**config.mk**
```make
export PLATFORM = sky130hd
export DESIGN_NAME = acsi_top
export DESIGN_NICKNAME = d
export VERILOG_FILES = /design/src/hdl/acsi_pkg.sv /design/src/hdl/acsi_io_if.sv /design/src/hdl/acsi_bus_if.sv /design/src/hdl/acsi_top.sv /design/src/hdl/io_status_port.sv /design/src/hdl/acsi_cmd.sv /design/src/hdl/dma_regs.sv
export VERILOG_INCLUDE_DIRS = /design/src /design/src/hdl
export SDC_FILE = /design/constraint.sdc
export NUM_CORES = 1
export LEC_CHECK = 0
export BUFFER_PORTS_ARGS = -buffer_cell sky130_fd_sc_hd__buf_2
export CAP_MARGIN = 20
export CORE_UTILIZATION = 55
export CTS_BUF_LIST = sky130_fd_sc_hd__clkbuf_8
export DETAILED_ROUTE_END_ITERATION = 10
export PLACE_DENSITY = 0.79
export SLEW_MARGIN = 20
export SYNTH_ARGS = -nofsm -noshare
export SYNTH_HDL_FRONTEND = slang
export SYNTH_HIERARCHICAL = 1
export SYNTH_SLANG_ARGS = --single-unit
```
**constraint.sdc**
```tcl
create_clock -name clk -period 5.01 [get_ports clk]
set_clock_uncertainty 0.2 [all_clocks]
set_input_delay 0.501 -clock clk [delete_from_list [all_inputs] [get_ports clk]]
set_output_delay 0.501 -clock clk [all_outputs]
set_load 0.03 [all_outputs]
```
**src/hdl/acsi_defines.svh**
```systemverilog
/*
 * ACSI command path sizes and encodings
 * fixed by the Atari ST DMA chip and the ACSI protocol
 */
`ifndef ACSI_DEFINES_SVH
`define ACSI_DEFINES_SVH

// parameter bytes following the first command byte
`define ACSI_NUM_PARMS      5
// one enable bit per ACSI target
`define ACSI_NUM_TARGETS    8

// mode register bits
`define ACSI_MODE_A1_BIT    1
`define ACSI_MODE_SC_BIT    4

// IO controller readout indexes
`define ACSI_IDX_CMD        0
`define ACSI_IDX_PARM0      1
`define ACSI_IDX_BUSY       6
`define ACSI_IDX_SECCNT     7

`endif
```
**src/hdl/acsi_pkg.sv**
```systemverilog
/*
 * ACSI command path types
 * bus byte, target number, group-0 opcodes and collector states
 */
package acsi_pkg;

    // one byte on the CPU or IO bus
    typedef logic [7:0] acsi_byte_t;

    // ACSI target number, upper three bits of the first command byte
    typedef logic [2:0] acsi_target_t;

    // group-0 opcodes, lower five bits of the first command byte
    // codes not listed here are carried by cast
    typedef enum logic [4:0] {
        test_unit_ready = 5'h00,
        request_sense   = 5'h03,
        format_unit     = 5'h04,
        read_sector     = 5'h08,
        write_sector    = 5'h0a,
        seek            = 5'h0b,
        mode_select     = 5'h15,
        mode_sense      = 5'h1a
    } acsi_opcode_e;

    // command collector state
    typedef enum logic [1:0] {
        idle,
        collect,
        wait_io
    } acsi_state_e;

endpackage

```
**src/hdl/acsi_io_if.sv**
```systemverilog
/*
 * ACSI IO controller link
 * command byte readout and ack/nak status return between the
 * command collector and the IO controller port
 */
`timescale 1ns/10ps

interface acsi_io_if import acsi_pkg::*; ();

    // readout index into the captured command
    logic [2:0] status_sel;
    // captured byte selected by status_sel
    acsi_byte_t status_byte;
    // one-cycle strobes from the IO controller
    logic       dma_ack;
    logic       dma_nak;
    // last status byte that came with an ack
    acsi_byte_t dma_status;

    // command collector side
    modport collector (input status_sel, dma_ack, dma_nak, dma_status, output status_byte);

    // IO controller port side
    modport port (output status_sel, dma_ack, dma_nak, dma_status, input status_byte);

endinterface

```
**src/hdl/acsi_bus_if.sv**
```systemverilog
/*
 * ACSI register bus
 * CPU data register accesses forwarded from the DMA register
 * block to the command collector
 */
`timescale 1ns/10ps

interface acsi_bus_if import acsi_pkg::*; ();

    // single-cycle access strobe
    logic       sel;
    // 1 = read, 0 = write
    logic       rw;
    // ACSI A1 line, clear marks the first command byte
    logic       a1;
    // write data from the CPU
    acsi_byte_t din;
    // status returned on a CPU read
    acsi_byte_t dout;

    // DMA register side
    modport master (output sel, rw, a1, din, input dout);

    // command collector side
    modport slave (input sel, rw, a1, din, output dout);

endinterface

```
**src/hdl/acsi_top.sv**
```systemverilog
/*
 * ACSI hard disk command path
 * DMA registers, command collector and IO controller port
 * connected to plain CPU and IO ports
 */
`timescale 1ns/10ps
`include "acsi_defines.svh"

module acsi_top import acsi_pkg::*; (
    input  logic                          clk,
    input  logic                          reset,
    // CPU side
    input  logic                          cpu_sel,
    input  logic                          cpu_rw,
    input  logic                          cpu_reg,
    input  acsi_byte_t                    cpu_din,
    output acsi_byte_t                    cpu_dout,
    output logic                          irq,
    // IO controller side
    input  logic                          io_rd,
    input  logic [2:0]                    io_index,
    output acsi_byte_t                    io_data,
    output logic                          io_valid,
    input  logic                          io_ack,
    input  logic                          io_nak,
    input  acsi_byte_t                    io_status,
    // target enables
    input  logic [`ACSI_NUM_TARGETS-1:0]  enable
);

    acsi_byte_t sector_count;

    acsi_bus_if bus_if ();
    acsi_io_if  io_if ();

    dma_regs dma_regs_i (
        .clk          (clk),
        .reset        (reset),
        .cpu_sel      (cpu_sel),
        .cpu_rw       (cpu_rw),
        .cpu_reg      (cpu_reg),
        .cpu_din      (cpu_din),
        .cpu_dout     (cpu_dout),
        .bus          (bus_if.master),
        .sector_count (sector_count)
    );

    acsi_cmd acsi_cmd_i (
        .clk    (clk),
        .reset  (reset),
        .enable (enable),
        .bus    (bus_if.slave),
        .io     (io_if.collector),
        .irq    (irq)
    );

    io_status_port io_status_port_i (
        .clk          (clk),
        .reset        (reset),
        .io_rd        (io_rd),
        .io_index     (io_index),
        .io_data      (io_data),
        .io_valid     (io_valid),
        .io_ack       (io_ack),
        .io_nak       (io_nak),
        .io_status    (io_status),
        .sector_count (sector_count),
        .io           (io_if.port)
    );

endmodule

```
**src/hdl/io_status_port.sv**
```systemverilog
/*
 * IO controller port
 * registered readout of the captured command and sector count,
 * ack/nak strobes and the held status byte
 */
`timescale 1ns/10ps
`include "acsi_defines.svh"

module io_status_port import acsi_pkg::*; (
    input  logic       clk,
    input  logic       reset,
    // readout request
    input  logic       io_rd,
    input  logic [2:0] io_index,
    output acsi_byte_t io_data,
    output logic       io_valid,
    // command completion
    input  logic       io_ack,
    input  logic       io_nak,
    input  acsi_byte_t io_status,
    // from the DMA register block
    input  acsi_byte_t sector_count,
    acsi_io_if.port    io
);

    acsi_byte_t status_q;

    // index steers the collector mux directly
    assign io.status_sel = io_index;

    // strobes go straight through so the collector reacts next cycle
    assign io.dma_ack = io_ack;
    assign io.dma_nak = io_nak;

    // status held until the next ack
    always_ff @(posedge clk) begin
        if (reset) begin
            status_q <= '0;
        end else if (io_ack) begin
            status_q <= io_status;
        end
    end

    assign io.dma_status = status_q;

    // one-cycle valid pulse for each read
    always_ff @(posedge clk) begin
        if (reset) begin
            io_valid <= 1'b0;
        end else begin
            io_valid <= io_rd;
        end
    end

    // sector count lives outside the collector
    always_ff @(posedge clk) begin
        if (io_rd) begin
            if (io_index == 3'(`ACSI_IDX_SECCNT)) begin
                io_data <= sector_count;
            end else begin
                io_data <= io.status_byte;
            end
        end
    end

endmodule

```
**src/hdl/acsi_cmd.sv**
```systemverilog
/*
 * ACSI command collector
 * captures target, opcode and parameter bytes written by the CPU,
 * acknowledges each byte by interrupt and requests IO service
 */
`timescale 1ns/10ps
`include "acsi_defines.svh"

module acsi_cmd import acsi_pkg::*; (
    input  logic                          clk,
    input  logic                          reset,
    input  logic [`ACSI_NUM_TARGETS-1:0]  enable,
    acsi_bus_if.slave                     bus,
    acsi_io_if.collector                  io,
    output logic                          irq
);

    localparam logic [2:0] num_parms = 3'(`ACSI_NUM_PARMS);
    // the last parameter hands over to the IO controller
    localparam logic [2:0] last_parm = 3'(`ACSI_NUM_PARMS - 1);

    acsi_state_e  state;
    acsi_target_t target;
    acsi_opcode_e opcode;
    logic [2:0]   byte_counter;
    acsi_byte_t   parms [`ACSI_NUM_PARMS];

    logic       cpu_wr;
    logic       cpu_rd;
    logic       parm_wr;
    logic       busy;
    logic [2:0] parm_sel;

    assign cpu_wr  = bus.sel && !bus.rw;
    assign cpu_rd  = bus.sel && bus.rw;
    // bytes past the last parameter are dropped
    assign parm_wr = cpu_wr && bus.a1 && (byte_counter < num_parms);
    assign busy    = (state == wait_io);

    always_ff @(posedge clk) begin
        if (reset) begin
            state        <= idle;
            irq          <= 1'b0;
            target       <= '0;
            opcode       <= test_unit_ready;
            byte_counter <= '0;
        end else begin
            // IO controller accepted the command
            if (io.dma_ack && busy) begin
                irq   <= 1'b1;
                state <= idle;
            end
            // no such device, back to idle silently
            if (io.dma_nak && busy) begin
                state <= idle;
            end
            // status read acknowledges the interrupt
            if (cpu_rd) begin
                irq <= 1'b0;
            end
            // CPU writes last so they win over the IO side
            if (cpu_wr && !bus.a1) begin
                // first command byte, target in the top bits
                target       <= bus.din[7:5];
                opcode       <= acsi_opcode_e'(bus.din[4:0]);
                byte_counter <= '0;
                if (enable[bus.din[7:5]]) begin
                    irq   <= 1'b1;
                    state <= collect;
                end else begin
                    state <= idle;
                end
            end else if (parm_wr) begin
                byte_counter <= byte_counter + 3'd1;
                if (enable[target]) begin
                    // auto-ack all but the last parameter
                    if (byte_counter < last_parm) begin
                        irq <= 1'b1;
                    end else begin
                        state <= wait_io;
                    end
                end
            end
        end
    end

    // parameter storage
    always_ff @(posedge clk) begin
        if (parm_wr) begin
            parms[byte_counter] <= bus.din;
        end
    end

    // CPU always reads the last acked status
    assign bus.dout = io.dma_status;

    // readout for the IO controller
    assign parm_sel = io.status_sel - 3'(`ACSI_IDX_PARM0);

    always_comb begin
        if (io.status_sel == 3'(`ACSI_IDX_CMD)) begin
            io.status_byte = {target, opcode};
        end else if (io.status_sel == 3'(`ACSI_IDX_BUSY)) begin
            io.status_byte = {7'b0000000, busy};
        end else if (parm_sel < num_parms) begin
            io.status_byte = parms[parm_sel];
        end else begin
            io.status_byte = 8'h00;
        end
    end

endmodule

```
**src/hdl/dma_regs.sv**
```systemverilog
/*
 * DMA chip register block
 * holds the mode and sector count registers and routes data
 * register accesses to the sector count or to the ACSI bus
 */
`timescale 1ns/10ps
`include "acsi_defines.svh"

module dma_regs import acsi_pkg::*; (
    input  logic       clk,
    input  logic       reset,
    // CPU register access
    input  logic       cpu_sel,
    input  logic       cpu_rw,
    input  logic       cpu_reg,
    input  acsi_byte_t cpu_din,
    output acsi_byte_t cpu_dout,
    // forwarded accesses to the command collector
    acsi_bus_if.master bus,
    output acsi_byte_t sector_count
);

    acsi_byte_t mode;
    acsi_byte_t seccnt;

    // decoded accesses
    logic mode_wr;
    logic data_acc;
    logic seccnt_wr;
    logic sc_mode;

    // sector count bit set steers the data register away from ACSI
    assign sc_mode = mode[`ACSI_MODE_SC_BIT];

    // cpu_reg 0 is the data register, 1 the mode register
    assign mode_wr   = cpu_sel && !cpu_rw && cpu_reg;
    assign data_acc  = cpu_sel && !cpu_reg;
    assign seccnt_wr = data_acc && !cpu_rw && sc_mode;

    // mode and sector count registers
    always_ff @(posedge clk) begin
        if (reset) begin
            mode   <= '0;
            seccnt <= '0;
        end else begin
            if (mode_wr) begin
                mode <= cpu_din;
            end
            // sector count only reachable through the data register
            if (seccnt_wr) begin
                seccnt <= cpu_din;
            end
        end
    end

    assign sector_count = seccnt;

    // data register strobe reaches the collector only in ACSI mode
    assign bus.sel = data_acc && !sc_mode;
    assign bus.rw  = cpu_rw;
    assign bus.a1  = mode[`ACSI_MODE_A1_BIT];
    assign bus.din = cpu_din;

    // CPU read data, same cycle as the strobe
    always_comb begin
        if (cpu_reg) begin
            cpu_dout = mode;
        end else if (sc_mode) begin
            cpu_dout = seccnt;
        end else begin
            // ACSI status from the collector
            cpu_dout = bus.dout;
        end
    end

endmodule

```
# Word level (Yosys, flattened, before mapping)
# Memory sizes are Yosys's and may differ from the RTL's.
# Cells that the tools add are included.
# Widths: inputs -> output; s select.
[word_totals]
register_bits = 47
mem_bits_rw = 40
output_inout_bits = 18
wordCells = 66
mem_count = 1
[op_classes]
add_sub_neg = 2
n_lt_le_gt_ge = 5
eq_ne = 3
n_mux = 26
n_reduce_logical = 19
[mem_list]
columns = ["name", "words", "width", "rd", "rd_ports_with_merged_regs", "write_ports", "line_no", "source"]
rows = [
  ["acsi_cmd_i.parms", 5, 8, 1, 0, 1, "acsi_cmd.sv:26", "acsi_byte_t parms [`ACSI_NUM_PARMS];"],
]
[ops]
columns = ["op", "n"]
rows = [
  ["$mux 8", 6],
  ["$logic_and 1x1->1", 13],
  ["$mux 1", 12],
  ["$mux 2", 6],
  ["$lt 3x3->1 const B", 3],
  ["$lt 3x4->1 const B", 2],
  ["$bmux 1 s3", 2],
  ["$eq 3x3->1 const B", 2],
  ["$logic_not 1->1", 4],
  ["$add 3x1->3 const B", 1],
  ["$logic_not 3->1", 1],
  ["$sub 3x1->3 const B", 1],
  ["$eq 2x2->1 const B", 1],
  ["$reduce_or 2->1", 1],
]

# Depth between registers and ports, before layout
[depth]
ltp_word = 9
mapped_depth = 10
mapped_depth_nobuf = 7

# Modules after synthesis
# Netlist, hierarchy kept.
[by_module_without_submodules]
columns = ["mod", "instances", "cells_per_inst", "area_each_um2"]
rows = [
  ["acsi_cmd", 1, 170, 2468.6],
  ["dma_regs", 1, 101, 947.2],
  ["io_status_port", 1, 50, 693.2],
]

# Least setup slack after synthesis
# No wires, ideal clock.
[synth_timing]
path_type = "input to register"
start = "input cpu_reg"
end = "register acsi_cmd_i.state[0]"
setup_time_ns = 0.114
t_arrival_ns = 2.792
required_time_ns = 4.696
path_slack_ns = 1.903
stages = 7
cell_sequence = "buf_6 buf_2 nor3b_1 nand3b_1 nor4b_1 nand4_1 a21bo_1"
[synth_via]
elab_chain_cells = 8
word_cells_on_any_way = 9
classes_between = "mux: 2; reduce/logical: 7"
[synth_rtl]
columns = ["element", "line_no", "source"]
rows = [
  ["from (decl)", "acsi_top.sv:15", "input logic cpu_reg,"],
  ["$logic_not 1->1 *", "dma_regs.sv:37", "assign data_acc = cpu_sel && !cpu_reg;"],
  ["$logic_and 1x1->1 *", "dma_regs.sv:37", ""],
  ["$logic_and 1x1->1 *", "dma_regs.sv:59", "assign bus.sel = data_acc && !sc_mode;"],
  ["net bus_if.sel", "acsi_bus_if.sv:11", "logic sel;"],
  ["$logic_and 1x1->1 *", "acsi_cmd.sv:34", "assign cpu_wr = bus.sel && !bus.rw;"],
  ["$logic_and 1x1->1 (2 in series)", "acsi_cmd.sv:37", "assign parm_wr = cpu_wr && bus.a1 && (byte_counter < num_parms);"],
  ["$mux 2", "acsi_cmd.sv:73", "end else if (parm_wr) begin"],
  ["$mux 2 *", "acsi_cmd.sv:62", "if (cpu_wr && !bus.a1) begin"],
  ["to (signal assigned)", "acsi_cmd.sv:42", "state <= idle;"],
  ["to (signal assigned)", "acsi_cmd.sv:69", "state <= collect;"],
  ["to (signal assigned)", "acsi_cmd.sv:71", "state <= idle;"],
  ["to (decl)", "acsi_cmd.sv:22", "acsi_state_e state;"],
]
# The timed path passes the listed nets; every way through them passes the cells marked *.
# A chain may end at the register's enable or synchronous reset.

# Worst setup path in the final report
[layout_timing]
start = "register dma_regs_i.mode[4]"
end = "register acsi_cmd_i.state[0]"
[layout_via]
elab_chain_cells = 7
word_cells_on_any_way = 8
classes_between = "mux: 2; reduce/logical: 6"
[layout_rtl]
columns = ["element", "line_no", "source"]
rows = [
  ["from (decl)", "dma_regs.sv:23", "acsi_byte_t mode;"],
  ["from (signal assigned)", "dma_regs.sv:47", "mode <= cpu_din;"],
  ["$logic_not 1->1 *", "dma_regs.sv:59", ""],
  ["$logic_and 1x1->1 *", "dma_regs.sv:59", ""],
  ["net bus_if.sel", "acsi_bus_if.sv:11", ""],
  ["$logic_and 1x1->1 *", "acsi_cmd.sv:34", ""],
  ["$logic_and 1x1->1 (2 in series)", "acsi_cmd.sv:37", ""],
  ["$mux 2", "acsi_cmd.sv:73", ""],
  ["$mux 2 *", "acsi_cmd.sv:62", ""],
]
# Marks and branches as above.

==> metrics <==
worst slew pin tran around 0.98 ns; Synth cell types 42; crit start category flip-flop; top fanout value on the critical path 13; leak pwr between 1.5 and 2 nW; # hold bufs at CTS 0; PostCTS Resize Cnt 0; total CTS buffers 9; worst path cell trace nor3b_1, nor3b_2, or2_2, nor2_1, a21bo_1; clk_lat worst skew approximately 0.36 ns; DR DRC count 2; initial DRC count roughly 140; routability cong. around 0.78; required time worst endpoint slightly above 5 ns; postcts setup bufs 0; most used flip-flop cell after synthesis edfxtp_1; top sig layer met4; fin crit period about 2.7 ns; clk root buf clkbuf_8; Yosys reg bits between 80 and 90; Synth warnings 6; TritonCTS clock tree done; Setup CP Type flip-flop to flip-flop; Post-Syn Nets 360; area of the multi-input gates ~1700 sq um; Post-DP HPWL between 5 and 6 mm; Die Y 88.4 um; Placement Rows 31; share of cells above drive strength 1 between 20% and 30%; slowest stage cell, crit path nor3b_2; final setup violating endpoints 0; vias in the first global route 2346; Die ar. between 7000 and 8000 sq um; met1 WL about 3.6 mm; hold violation total from the final report 0; pin count of the biggest net entering global routing 46; Antenna Cells 0; Max Cap Viol 0; post-route ant nets 0; EDFF count, synth 48; CP arrival 2.74 ns; H-tree Lvls 3; placed insts around 440; slew margin rel. 34.1%; most common cell after layout, fill and taps aside buf_2; fill count slightly below 600; CP peak stage delay just under 0.9 ns; Worst VDD drop about 0.00015 V; clock buffer depth 2; routed length per placed instance between 15 and 20 um; Worst-path clk slew roughly 0.1 ns; CP Capture Type flip-flop; most frequent cells in the layout buf_2, mux2i_1, edfxtp_1; power density over the cells roughly 330 nW/um^2; aggregate routed wire length about 7.9 mm; period utilisation layout between 50% and 60%; post-synthesis area per instance roughly 13 sq um; final std cells w/o fill around 450; Synth async-reset ratio 0%; Pwr Total 1.46 mW; Starting Density 56.6%; Hold Crit Class input port to flip-flop; register area share after synthesis between 50% and 60%; boundary pin count between 50 and 60; metal3 WL about 400 um; status finished, violations left; Detailed Routing Iterations Pass 1 10; FMAX ~0.37 GHz; Final Max Tran Viols 0; gr ovfl total 0; I/O Buffers between 50 and 60; RSZ-0062 raised after global routing false; Mapped Cells between 300 and 400; via count roughly 2500; Die W 88.4 um; first-pass GRT wire length ~12 mm; Post-Syn Area approximately 4000 sq um; setup TNS 0 ns; WL met2 3.77 mm; Reg area around 2200 sq um; area grow syn2layout 9.35%; via/cell ratio around 5.6; Core Box Area roughly 7300 sq um; failing checks DRC; initial antenna violation count 0; clock sink count 87; nets around 390; gr usage total between 20% and 30%
-- worst paths after layout --
kind,startpoint,endpoint,cells past startpoint,slack (ns)
max,dma_regs_i/mode[4]$_SDFFE_PP0P_,acsi_cmd_i/state[0]$_SDFF_PP0_,5,2.32
max reg2reg,dma_regs_i/mode[4]$_SDFFE_PP0P_,acsi_cmd_i/state[0]$_SDFF_PP0_,5,2.32
min,io_status[0],io_status_port_i/io.dma_status[0]$_SDFFE_PP0P_,3,0.18
min reg2reg,dma_regs_i/mode[5]$_SDFFE_PP0P_,dma_regs_i/mode[5]$_SDFFE_PP0P_,2,0.29
-- cells in the mapped netlist, types with 2 or more instances --
library cell,instances,share of area [%]
mux4_2,8,4.4
nand3b_1,5,0.91
dfxtp_1,39,19
buf_2,4,0.49
a21oi_1,4,0.49
buf_6,2,0.55
edfxtp_1,48,35
clkbuf_1,5,0.46
nand2b_1,26,4.0
nor2b_1,3,0.46
mux2_2,10,2.7
nor2_1,21,1.9
o21ai_0,15,1.8
ha_1,4,1.2
a211o_1,3,0.64
mux2i_1,50,12
a211oi_1,2,0.37
inv_1,4,0.37
and3b_1,2,0.43
nor3b_1,4,0.73
mux4_1,2,1.3
nand2_1,16,1.5
buf_4,25,4.6
-- critical path, delay by kind of cell (launching register included) --
kind,cells,cell delay [ns]
and+or+nand+nor,4,1.67
DFF,1,0.52
AOI/OAI and AO/OA,1,0.18
-- per-stage QoR --
step	setup slack (ns)	utilization, %	cell area, sq um	hold WS, ns
CTS	1.89	61.6	4470	0.167
finish	2.32	61.9	4490	0.178
floorplan	1.90	-	4110	0.249
global route	2.10	61.9	4490	0.181
detailed placement	1.82	58.6	4250	0.274
global placement	2.03	58.6	4250	0.265
-- per-layer routing --
metal / vias to the layer above / global-route usage (%)
met5: - / 0
met4: 0 / 6.30
met3: 8 / 5.97
met2: 89 / 33.6
met1: 1207 / 30.9
li1: 1204 / -
-- logic make-up after synthesis --
family | after synthesis | synth area share (%)
AOI/OAI and AO/OA | 32 | 4.96
xor gates and xnor gates | 1 | 0.670
adders and majority gates | 4 | 1.22
buffers and inverters | 41 | 6.52
DFF | 87 | 54.1
muxes | 70 | 20.6
and+or+nand+nor | 86 | 12.0
-- final cells by class --
| type | count | area share [%] |
|---|---|---|
| clock buffer | 9 | 2.76 |
| clock inverter | 7 | 2.09 |
| inverter | 4 | 0.334 |
| multi-input combinational | 193 | 36.8 |
| sequential | 87 | 49.5 |
| tap | 99 | 2.76 |
| timing repair buffer | 52 | 5.79 |
-- power breakdown --
part	switching (mW)	internal, mW	total (mW)
sequential	0.00914	0.768	0.777
clock	0.247	0.283	0.530
combinational	0.0881	0.0653	0.153
total	0.344	1.12	1.46
-- registers in the layout, indices dropped and copies added, names as in the netlist --
register / count
dma_regs_i/sector_count: 8
acsi_cmd_i/state: 2
io_status_port_i/io_data: 8
acsi_cmd_i/parms: 40
acsi_cmd_i/target: 3
acsi_cmd_i/byte_counter: 3
acsi_cmd_i/irq: 1
io_status_port_i/io.dma_status: 8
dma_regs_i/mode: 8
acsi_cmd_i/opcode: 5
io_status_port_i/io_valid: 1
Power figures use the tool's default switching activity.
